$ cat config.mk
export PLATFORM = sky130hd
export DESIGN_NAME = fetchTop
export DESIGN_NICKNAME = d
export VERILOG_FILES = /design/src/hw/mipsPkg.sv /design/src/hw/fetchPkg.sv /design/src/hw/fetchStage.sv /design/src/hw/segmentTranslate.sv /design/src/hw/instCache.sv /design/src/hw/instSramPort.sv /design/src/hw/instMemory.sv /design/src/hw/fetchTop.sv
export SDC_FILE = /design/constraint.sdc
export NUM_CORES = 1
export LEC_CHECK = 0
export ABC_AREA = 1
export BUFFER_PORTS_ARGS = -buffer_cell sky130_fd_sc_hd__buf_4
export CAP_MARGIN = 20
export CORE_AREA = 8 8 192 194
export CTS_CLUSTER_DIAMETER = 200
export DETAILED_ROUTE_END_ITERATION = 6
export DIE_AREA = 0 0 200 202
export HOLD_SLACK_MARGIN = 0.05
export MAX_ROUTING_LAYER = met4
export PLACE_DENSITY = 0.93
export REMOVE_ABC_BUFFERS = 1
export SLEW_MARGIN = 25
export SYNTH_ARGS = -nofsm -noshare
export SYNTH_HDL_FRONTEND = slang
export SYNTH_HIERARCHICAL = 1
export SYNTH_SLANG_ARGS = --single-unit
$ cat constraint.sdc
create_clock -name clk -period 5.75 [get_ports clk]
set_clock_uncertainty 0.05 [all_clocks]
set_input_delay 1.4375 -clock clk [delete_from_list [all_inputs] [get_ports clk]]
set_output_delay 1.4375 -clock clk [all_outputs]
set_load 0.05 [all_outputs]
$ cat src/dv/program.hex
// one 32-bit instruction word per line in hex, word 0 at physical 0x1FC00000
3c08a000
25080010
8d090000
00004025
11200004
25290001
ad090004
1000fffc
00005025
3c0a8000
254a0100
01400008
00005825
24020001
0000000c
1000ffff
$ cat src/hw/mipsPkg.sv
package mipsPkg;

    // ****************************************
    // words and segments
    // ****************************************
    typedef logic [31:0] instWord;

    localparam instWord bootVector = 32'hBFC00000;  // kseg1 boot rom

    localparam instWord kseg0Base = 32'h80000000;   // unmapped, cached
    localparam instWord kseg1Base = 32'hA0000000;   // unmapped, uncached
    localparam instWord kseg2Base = 32'hC0000000;   // mapped again from here

    localparam instWord physMask = 32'h1FFFFFFF;    // drops the segment bits

    // ****************************************
    // fetch fault kinds
    // ****************************************
    // bit positions in a fault vector, several can be set at once
    localparam int faultMiss = 0;     // no tlb, every mapped address misses
    localparam int faultIllegal = 1;  // unaligned pc
    localparam int faultInvalid = 2;  // nothing behind the address
    localparam int faultKinds = 3;

endpackage

$ cat src/hw/fetchPkg.sv
package fetchPkg;

    // ****************************************
    // instruction memory map
    // ****************************************
    // physical address of word 0, kseg1 0xBFC00000 lands here
    localparam logic [31:0] memBase = 32'h1FC00000;

    // ****************************************
    // default sizes and timing
    // ****************************************
    localparam int defaultMemWords = 16;    // rom depth in words
    localparam int defaultLineWords = 4;    // words per cache line
    localparam int defaultCacheLines = 2;   // direct mapped sets
    localparam int defaultMemLatency = 3;   // cycles before the first word

endpackage

$ cat src/hw/fetchStage.sv
`timescale 1ns/1ps

module fetchStage import mipsPkg::*; (
    input  logic    clk,
    input  logic    reset,
    input  instWord dNpc,
    input  logic    dStall,
    input  logic    dmStall,
    input  logic    expFlush,
    input  logic    uncached,
    input  logic    sramValid,
    input  instWord sramData,
    input  logic    cacheStall,
    input  instWord cacheData,
    input  logic    instMiss,
    input  logic    instIllegal,
    input  logic    instInvalid,
    output instWord pcWire,
    output instWord iPcReg,
    output instWord iInstr,
    output logic    iInstMiss,
    output logic    iInstIllegal,
    output logic    iInstInvalid,
    output logic    iNextNotReady
);

    instWord pcReg;
    instWord fetched;
    logic    memReady;
    logic    advance;

    // pick the source that serves the current segment
    assign memReady = uncached ? sramValid : !cacheStall;
    assign advance = !dStall && !dmStall && memReady;
    assign fetched = uncached ? sramData : cacheData;

    assign pcWire = pcReg;
    assign iNextNotReady = !advance;

    always_ff @(posedge clk) begin
        if (reset) begin
            pcReg <= bootVector;
            iPcReg <= '0;
            iInstr <= '0;
            iInstMiss <= 1'b0;
            iInstIllegal <= 1'b0;
            iInstInvalid <= 1'b0;
        end else begin
            if (advance) begin
                pcReg <= dNpc;  // redirect also happens during a flush
            end

            if (expFlush) begin
                iPcReg <= '0;
                iInstr <= '0;
                iInstMiss <= 1'b0;
                iInstIllegal <= 1'b0;
                iInstInvalid <= 1'b0;
            end else if (advance) begin
                iPcReg <= pcReg;
                iInstr <= fetched;
                iInstMiss <= instMiss;
                iInstIllegal <= instIllegal;
                iInstInvalid <= instInvalid;
            end
        end
    end

endmodule

$ cat src/hw/segmentTranslate.sv
`timescale 1ns/1ps

module segmentTranslate import mipsPkg::*, fetchPkg::*; #(
    parameter int memWords = defaultMemWords
) (
    input  instWord pc,
    output instWord physAddr,
    output logic    uncached,
    output logic    instMiss,
    output logic    instIllegal,
    output logic    instInvalid
);

    logic [faultKinds-1:0] faults;
    logic    mapped;
    logic    belowMem;
    logic    pastMem;
    instWord memOffset;

    // ****************************************
    // segment decode
    // ****************************************
    // kuseg and kseg2/3 would need the tlb
    assign mapped = (pc < kseg0Base) || (pc >= kseg2Base);

    assign physAddr = pc & physMask;
    assign uncached = !mapped && (pc >= kseg1Base);  // kseg1 only

    // ****************************************
    // range and alignment
    // ****************************************
    assign memOffset = physAddr - memBase;
    assign belowMem = physAddr < memBase;
    assign pastMem = (memOffset >> 2) >= instWord'(memWords);

    always_comb begin
        faults = '0;
        faults[faultMiss] = mapped;
        faults[faultIllegal] = pc[1:0] != 2'b00;
        faults[faultInvalid] = !mapped && (belowMem || pastMem);  // miss wins
    end

    assign instMiss = faults[faultMiss];
    assign instIllegal = faults[faultIllegal];
    assign instInvalid = faults[faultInvalid];

endmodule

$ cat src/hw/instCache.sv
`timescale 1ns/1ps

module instCache import mipsPkg::*; #(
    parameter int lineWords = 4,
    parameter int cacheLines = 2,
    parameter int memLatency = 3
) (
    input  logic    clk,
    input  logic    reset,
    input  instWord physAddr,
    input  logic    fault,
    input  logic    uncached,
    input  instWord refillData,
    output instWord refillAddr,
    output logic    cacheStall,
    output instWord cacheData
);

    localparam int offW = $clog2(lineWords);
    localparam int idxW = $clog2(cacheLines);
    localparam int tagW = 32 - 2 - offW - idxW;
    localparam int latW = $clog2(memLatency + 1);

    typedef enum logic [1:0] {
        idle,
        waitLat,
        fillLine
    } cacheState;

    cacheState state;
    logic [latW-1:0] latCnt;
    logic [offW-1:0] wordCnt;
    instWord missAddr;

    logic [tagW-1:0]       tags [cacheLines];
    logic [cacheLines-1:0] lineValid;
    instWord               lines [cacheLines][lineWords];

    logic [tagW-1:0] reqTag;
    logic [idxW-1:0] reqIdx;
    logic [offW-1:0] reqOff;
    logic [tagW-1:0] missTag;
    logic [idxW-1:0] missIdx;
    logic active;
    logic hit;
    logic lastWord;

    assign reqTag = physAddr[31 -: tagW];
    assign reqIdx = physAddr[offW + 2 +: idxW];
    assign reqOff = physAddr[2 +: offW];
    assign missTag = missAddr[31 -: tagW];
    assign missIdx = missAddr[offW + 2 +: idxW];

    assign active = !fault && !uncached;  // kseg1 and faults bypass
    assign hit = lineValid[reqIdx] && (tags[reqIdx] == reqTag);
    assign lastWord = wordCnt == offW'(lineWords - 1);

    assign cacheStall = active && ((state != idle) || !hit);
    assign cacheData = (active && hit) ? lines[reqIdx][reqOff] : '0;
    assign refillAddr = {missAddr[31:offW + 2], wordCnt, 2'b00};

    // ****************************************
    // refill FSM
    // ****************************************
    always_ff @(posedge clk) begin
        if (reset) begin
            state <= idle;
            lineValid <= '0;
            latCnt <= '0;
            wordCnt <= '0;
        end else begin
            case (state)
                idle: begin
                    if (active && !hit) begin
                        state <= waitLat;
                        latCnt <= latW'(1);
                        lineValid[reqIdx] <= 1'b0;  // line is being replaced
                    end
                end
                waitLat: begin
                    if (latCnt == latW'(memLatency)) begin
                        state <= fillLine;
                        wordCnt <= '0;
                    end else begin
                        latCnt <= latCnt + 1'b1;
                    end
                end
                fillLine: begin
                    if (lastWord) begin
                        state <= idle;
                        lineValid[missIdx] <= 1'b1;
                    end else begin
                        wordCnt <= wordCnt + 1'b1;
                    end
                end
                default: state <= idle;
            endcase
        end
    end

    // tag and data arrays
    always_ff @(posedge clk) begin
        if ((state == idle) && active && !hit) begin
            missAddr <= physAddr;
        end
        if (state == fillLine) begin
            lines[missIdx][wordCnt] <= refillData;  // one word per cycle
            if (lastWord) begin
                tags[missIdx] <= missTag;
            end
        end
    end

endmodule

$ cat src/hw/instSramPort.sv
`timescale 1ns/1ps

module instSramPort import mipsPkg::*; #(
    parameter int memLatency = 3
) (
    input  logic    clk,
    input  logic    reset,
    input  instWord physAddr,
    input  logic    fault,
    input  instWord memData,
    output instWord memAddr,
    output logic    sramValid,
    output instWord sramData
);

    localparam int cntW = $clog2(memLatency + 1);

    instWord         lastAddr;
    logic [cntW-1:0] waitCnt;
    logic            addrChanged;
    logic            waitDone;

    assign addrChanged = physAddr != lastAddr;
    assign waitDone = waitCnt == cntW'(memLatency);

    // ****************************************
    // latency counter
    // ****************************************
    always_ff @(posedge clk) begin
        if (reset) begin
            lastAddr <= '0;
            waitCnt <= '0;
        end else if (!fault && addrChanged) begin
            lastAddr <= physAddr;
            waitCnt <= cntW'(1);  // restart on every new address
        end else if (!waitDone) begin
            waitCnt <= waitCnt + 1'b1;
        end
    end

    // memory only sees addresses that passed translation
    assign memAddr = lastAddr;

    // fault answers at once, nothing to wait for
    assign sramValid = fault || (!addrChanged && waitDone);
    assign sramData = fault ? '0 : memData;

endmodule

$ cat src/hw/instMemory.sv
`timescale 1ns/1ps

module instMemory import mipsPkg::*, fetchPkg::*; #(
    parameter int memWords = defaultMemWords
) (
    input  instWord addrA,
    input  instWord addrB,
    output instWord dataA,
    output instWord dataB
);

    localparam int idxW = $clog2(memWords);

    instWord rom [memWords];

    initial begin
        $readmemh("/design/src/dv/program.hex", rom);
    end

    // byte address to rom word, zero outside the image
    function automatic instWord readWord(input instWord addr);
        instWord offset;
        offset = addr - memBase;
        if ((offset >> 2) < instWord'(memWords)) begin
            return rom[offset[idxW + 1:2]];
        end
        return '0;
    endfunction

    // ****************************************
    // read ports
    // ****************************************
    always_comb begin
        dataA = readWord(addrA);  // uncached port
    end

    always_comb begin
        dataB = readWord(addrB);  // cache refill
    end

endmodule

$ cat src/hw/fetchTop.sv
`timescale 1ns/1ps

module fetchTop import mipsPkg::*, fetchPkg::*; #(
    parameter int memWords = defaultMemWords,
    parameter int lineWords = defaultLineWords,
    parameter int cacheLines = defaultCacheLines,
    parameter int memLatency = defaultMemLatency
) (
    input  logic    clk,
    input  logic    reset,
    input  instWord dNpc,
    input  logic    dStall,
    input  logic    dmStall,
    input  logic    expFlush,
    output instWord iPcReg,
    output instWord iPcWire,
    output instWord iInstr,
    output logic    iInstMiss,
    output logic    iInstIllegal,
    output logic    iInstInvalid,
    output logic    iNextNotReady
);

    instWord physAddr;
    logic    uncached;
    logic    instMiss;
    logic    instIllegal;
    logic    instInvalid;
    logic    fault;
    instWord memAddrA;
    instWord memDataA;
    instWord refillAddr;
    instWord refillData;
    logic    sramValid;
    instWord sramData;
    logic    cacheStall;
    instWord cacheData;

    assign fault = instMiss || instIllegal || instInvalid;

    fetchStage stage (
        .clk(clk), .reset(reset), .dNpc(dNpc), .dStall(dStall), .dmStall(dmStall),
        .expFlush(expFlush), .uncached(uncached), .sramValid(sramValid),
        .sramData(sramData), .cacheStall(cacheStall), .cacheData(cacheData),
        .instMiss(instMiss), .instIllegal(instIllegal), .instInvalid(instInvalid),
        .pcWire(iPcWire), .iPcReg(iPcReg), .iInstr(iInstr), .iInstMiss(iInstMiss),
        .iInstIllegal(iInstIllegal), .iInstInvalid(iInstInvalid),
        .iNextNotReady(iNextNotReady)
    );

    segmentTranslate #(.memWords(memWords)) translate (
        .pc(iPcWire), .physAddr(physAddr), .uncached(uncached), .instMiss(instMiss),
        .instIllegal(instIllegal), .instInvalid(instInvalid)
    );

    instSramPort #(.memLatency(memLatency)) sramPort (
        .clk(clk), .reset(reset), .physAddr(physAddr), .fault(fault),
        .memData(memDataA), .memAddr(memAddrA), .sramValid(sramValid),
        .sramData(sramData)
    );

    instCache #(
        .lineWords(lineWords),
        .cacheLines(cacheLines),
        .memLatency(memLatency)
    ) cache (
        .clk(clk), .reset(reset), .physAddr(physAddr), .fault(fault),
        .uncached(uncached), .refillData(refillData), .refillAddr(refillAddr),
        .cacheStall(cacheStall), .cacheData(cacheData)
    );

    instMemory #(.memWords(memWords)) memory (
        .addrA(memAddrA), .addrB(refillAddr), .dataA(memDataA), .dataB(refillData)
    );

endmodule

==> results.yml <==
floorplan:
  die_w_um: 200
  core_sq_um: 33900
  initial_core_util: 0.638
  io_pins: 137
  dieArea_sq_um: 40400
  chipHeight_um: 202
  rows: 68
global_routing:
  grt_usage: 0.282
  grt.busiest_layer: "met2"
  grt_use_met2: 0.457
  use_met3: 0.0527
  grt_util_met1: 0.333
  gr-total-overflow: 0
  first_global_vias: 16800
  grt_start_max_net_pins: 97
  grt_pass1_wl_um: 88000
  antenna_found_initial: 1
cts:
  cts_buffers: 46
  cts.clk_slew.worst_paths_ps: 60
  hold_buffers: 0
  root_buffer: "clkbuf_16"
  clockBufferDepth: 3
  cts_tree: "done"
  cts_sinks: 479
  h-tree-depth: 2
  clock_latency_ps: 580
drt:
  wl_per_cell_um: 19.3
  drt_pass1_iterations: 7
  vias: 17100
  vias_per_cell: 5.79
  route.detailed.drc: 0
  drtAntennaViolNets: 0
  finalWirelength_um: 57000
  drt_iter0_drc: 2272
setup_path:
  rrSetupSlack_ps: 1130
  crit_required_ps: 4260
  critPathLaunchType: "register"
  critPathKind: "reg -> out"
  worst_setup_path_end_kind: "output pin"
  cp_common_cell: "nor2_1"
  cp.arrival_ps: 3940
  crit_chain: "nor2_1 -> nand2_1 -> nor2_1 -> nand2_1 -> nor2_1 -> nor2_1 -> inv_1 -> nand2_2 -> nor2_1 -> inv_1 -> a21oi_1 -> nand2_4 -> nand3_4 -> buf_4"
  cpMaxStageDelayCell: "dfxtp_1"
  path_max_fanout: 25
  slowest_delay_ps: 430
cells_and_area:
  nets: 2497
  final_cells: 2947
  final_cell_mix: "nand2_1 (664), nor2_1 (426), edfxtp_1 (338), inv_1 (221), buf_4 (163)"
  drive_gt1_frac: 0.118
  syn_to_final_growth_pct: 11.0
  final_common_cell: "nand2_1"
  final_area_sq_um: 24000
  final.fill_count: 2122
pwr:
  ir_drop_v: 0.000342
  combPwrFrac: 0.175
  p_per_area_nw_per_um2: 366
  internal_power_uw: 6230
  power_switching_uw: 2580
  pwr-share-clk: 0.373
  p_leak_uw: 0.0101
  sw_frac_of_total: 0.293
  pwr-share-seq: 0.453
run:
  cap_violations: 0
logic_synthesis:
  yosys_warnings: 6
  netlist_area_sq_um: 21600
  postSynthAreaPerCell_sq_um: 9.04
  synth_cells: 2393
timing:
  rsz0062_at_grt: "no"
  min_period_ps: 5430
  max_slew_margin: 0.271
  clock.fmax_mhz: 184
  layout_worst_path_cycle_share: 0.944
  worst_pin_slew_ps: 1090
  hold_violations: 0
  setup_viol: 0
  drv_slew: 0
outcome:
  status: "finished, final reports clean"
placed_design:
  routabilityCongestion: 0.871
  port_buffers: 136
  dp.cells: 2861
  hpwl_um: 31700
  placed_area_sq_um: 22400
min_path:
  hp-class: "reg -> reg"
## what timing repair did
action,in CTS,in global routing
buffers inserted,0,0
resized for setup,0,1
setup endpoints to repair,0,1
## metal layers
layer	wire, um	share of wire
met5	0	0
met3	6430	0.11
met1	19800	0.35
met2	27900	0.49
met4	2890	0.051
## power groups by stage
stage	clock [uW]	combinational (uW)	sequential, uW
2_1_floorplan	0	898	4220
3_3_place_gp	0	1380	4030
3_5_place_dp	0	1440	4040
4_1_cts	3270	1480	3980
5_1_grt	3420	1650	4000
6_report	3280	1540	3980
## sequential cells by signal (all words and copies together), names as in the netlist
register            flops
cache/missAddr         28
stage/iInstr           32
stage/iInstInvalid      1
stage/iInstMiss         1
stage/iPcReg           32
sramPort/waitCnt        2
cache/tags             54
stage/pcWire           32
cache/latCnt            2
cache/state             2
stage/iInstIllegal      1
cache/wordCnt           2
cache/lines           256
sramPort/memAddr       32
cache/lineValid         2
## worst paths after layout
check                                         from          endpoint  depth (start not counted)
worst max-delay path              stage/pcWire[16]     iNextNotReady                         14
worst min-delay path            cache/missAddr[13]  cache/tags[0][8]                          0
worst max register to register    stage/pcWire[16]   stage/pcWire[4]                         16
worst min register to register  cache/missAddr[13]  cache/tags[0][8]                          0
## stage by stage
stage | TNS, ps | utilization | setup WS, ps | hold slack (ps) | total power, uW
after floorplan | -508070 | - | -5390 | 371 | 5120
after global placement | 0 | 0.659 | 1150 | 372 | 5410
after detailed placement | 0 | 0.660 | 959 | 381 | 5490
after CTS | 0 | 0.708 | 189 | 398 | 8730
after global routing | 0 | 0.708 | 198 | 400 | 9070
final | 0 | 0.708 | 320 | 398 | 8800
## critical path: cells and delay by family (launching register included)
family | cells | cell delay [ps]
AO/OA/AOI/OAI | 1 | 240
buffers and inverters | 3 | 510
flip-flops | 1 | 430
AND/OR/NAND/NOR | 10 | 2180
## final cells by class
cell class / instances / area (sq um) / area share
Tap cell: 455 / 569 / 0.0237
Antenna cell: 1 / 2.50 / 0.000104
Sequential cell: 479 / 13000 / 0.540
Timing Repair Buffer: 163 / 1220 / 0.0509
Inverter: 229 / 865 / 0.0360
Multi-Input combinational cell: 1535 / 6760 / 0.281
Clock inverter: 26 / 347 / 0.0144
Clock buffer: 59 / 1290 / 0.0537
No activity file was read; power rests on OpenSTA's default activity.
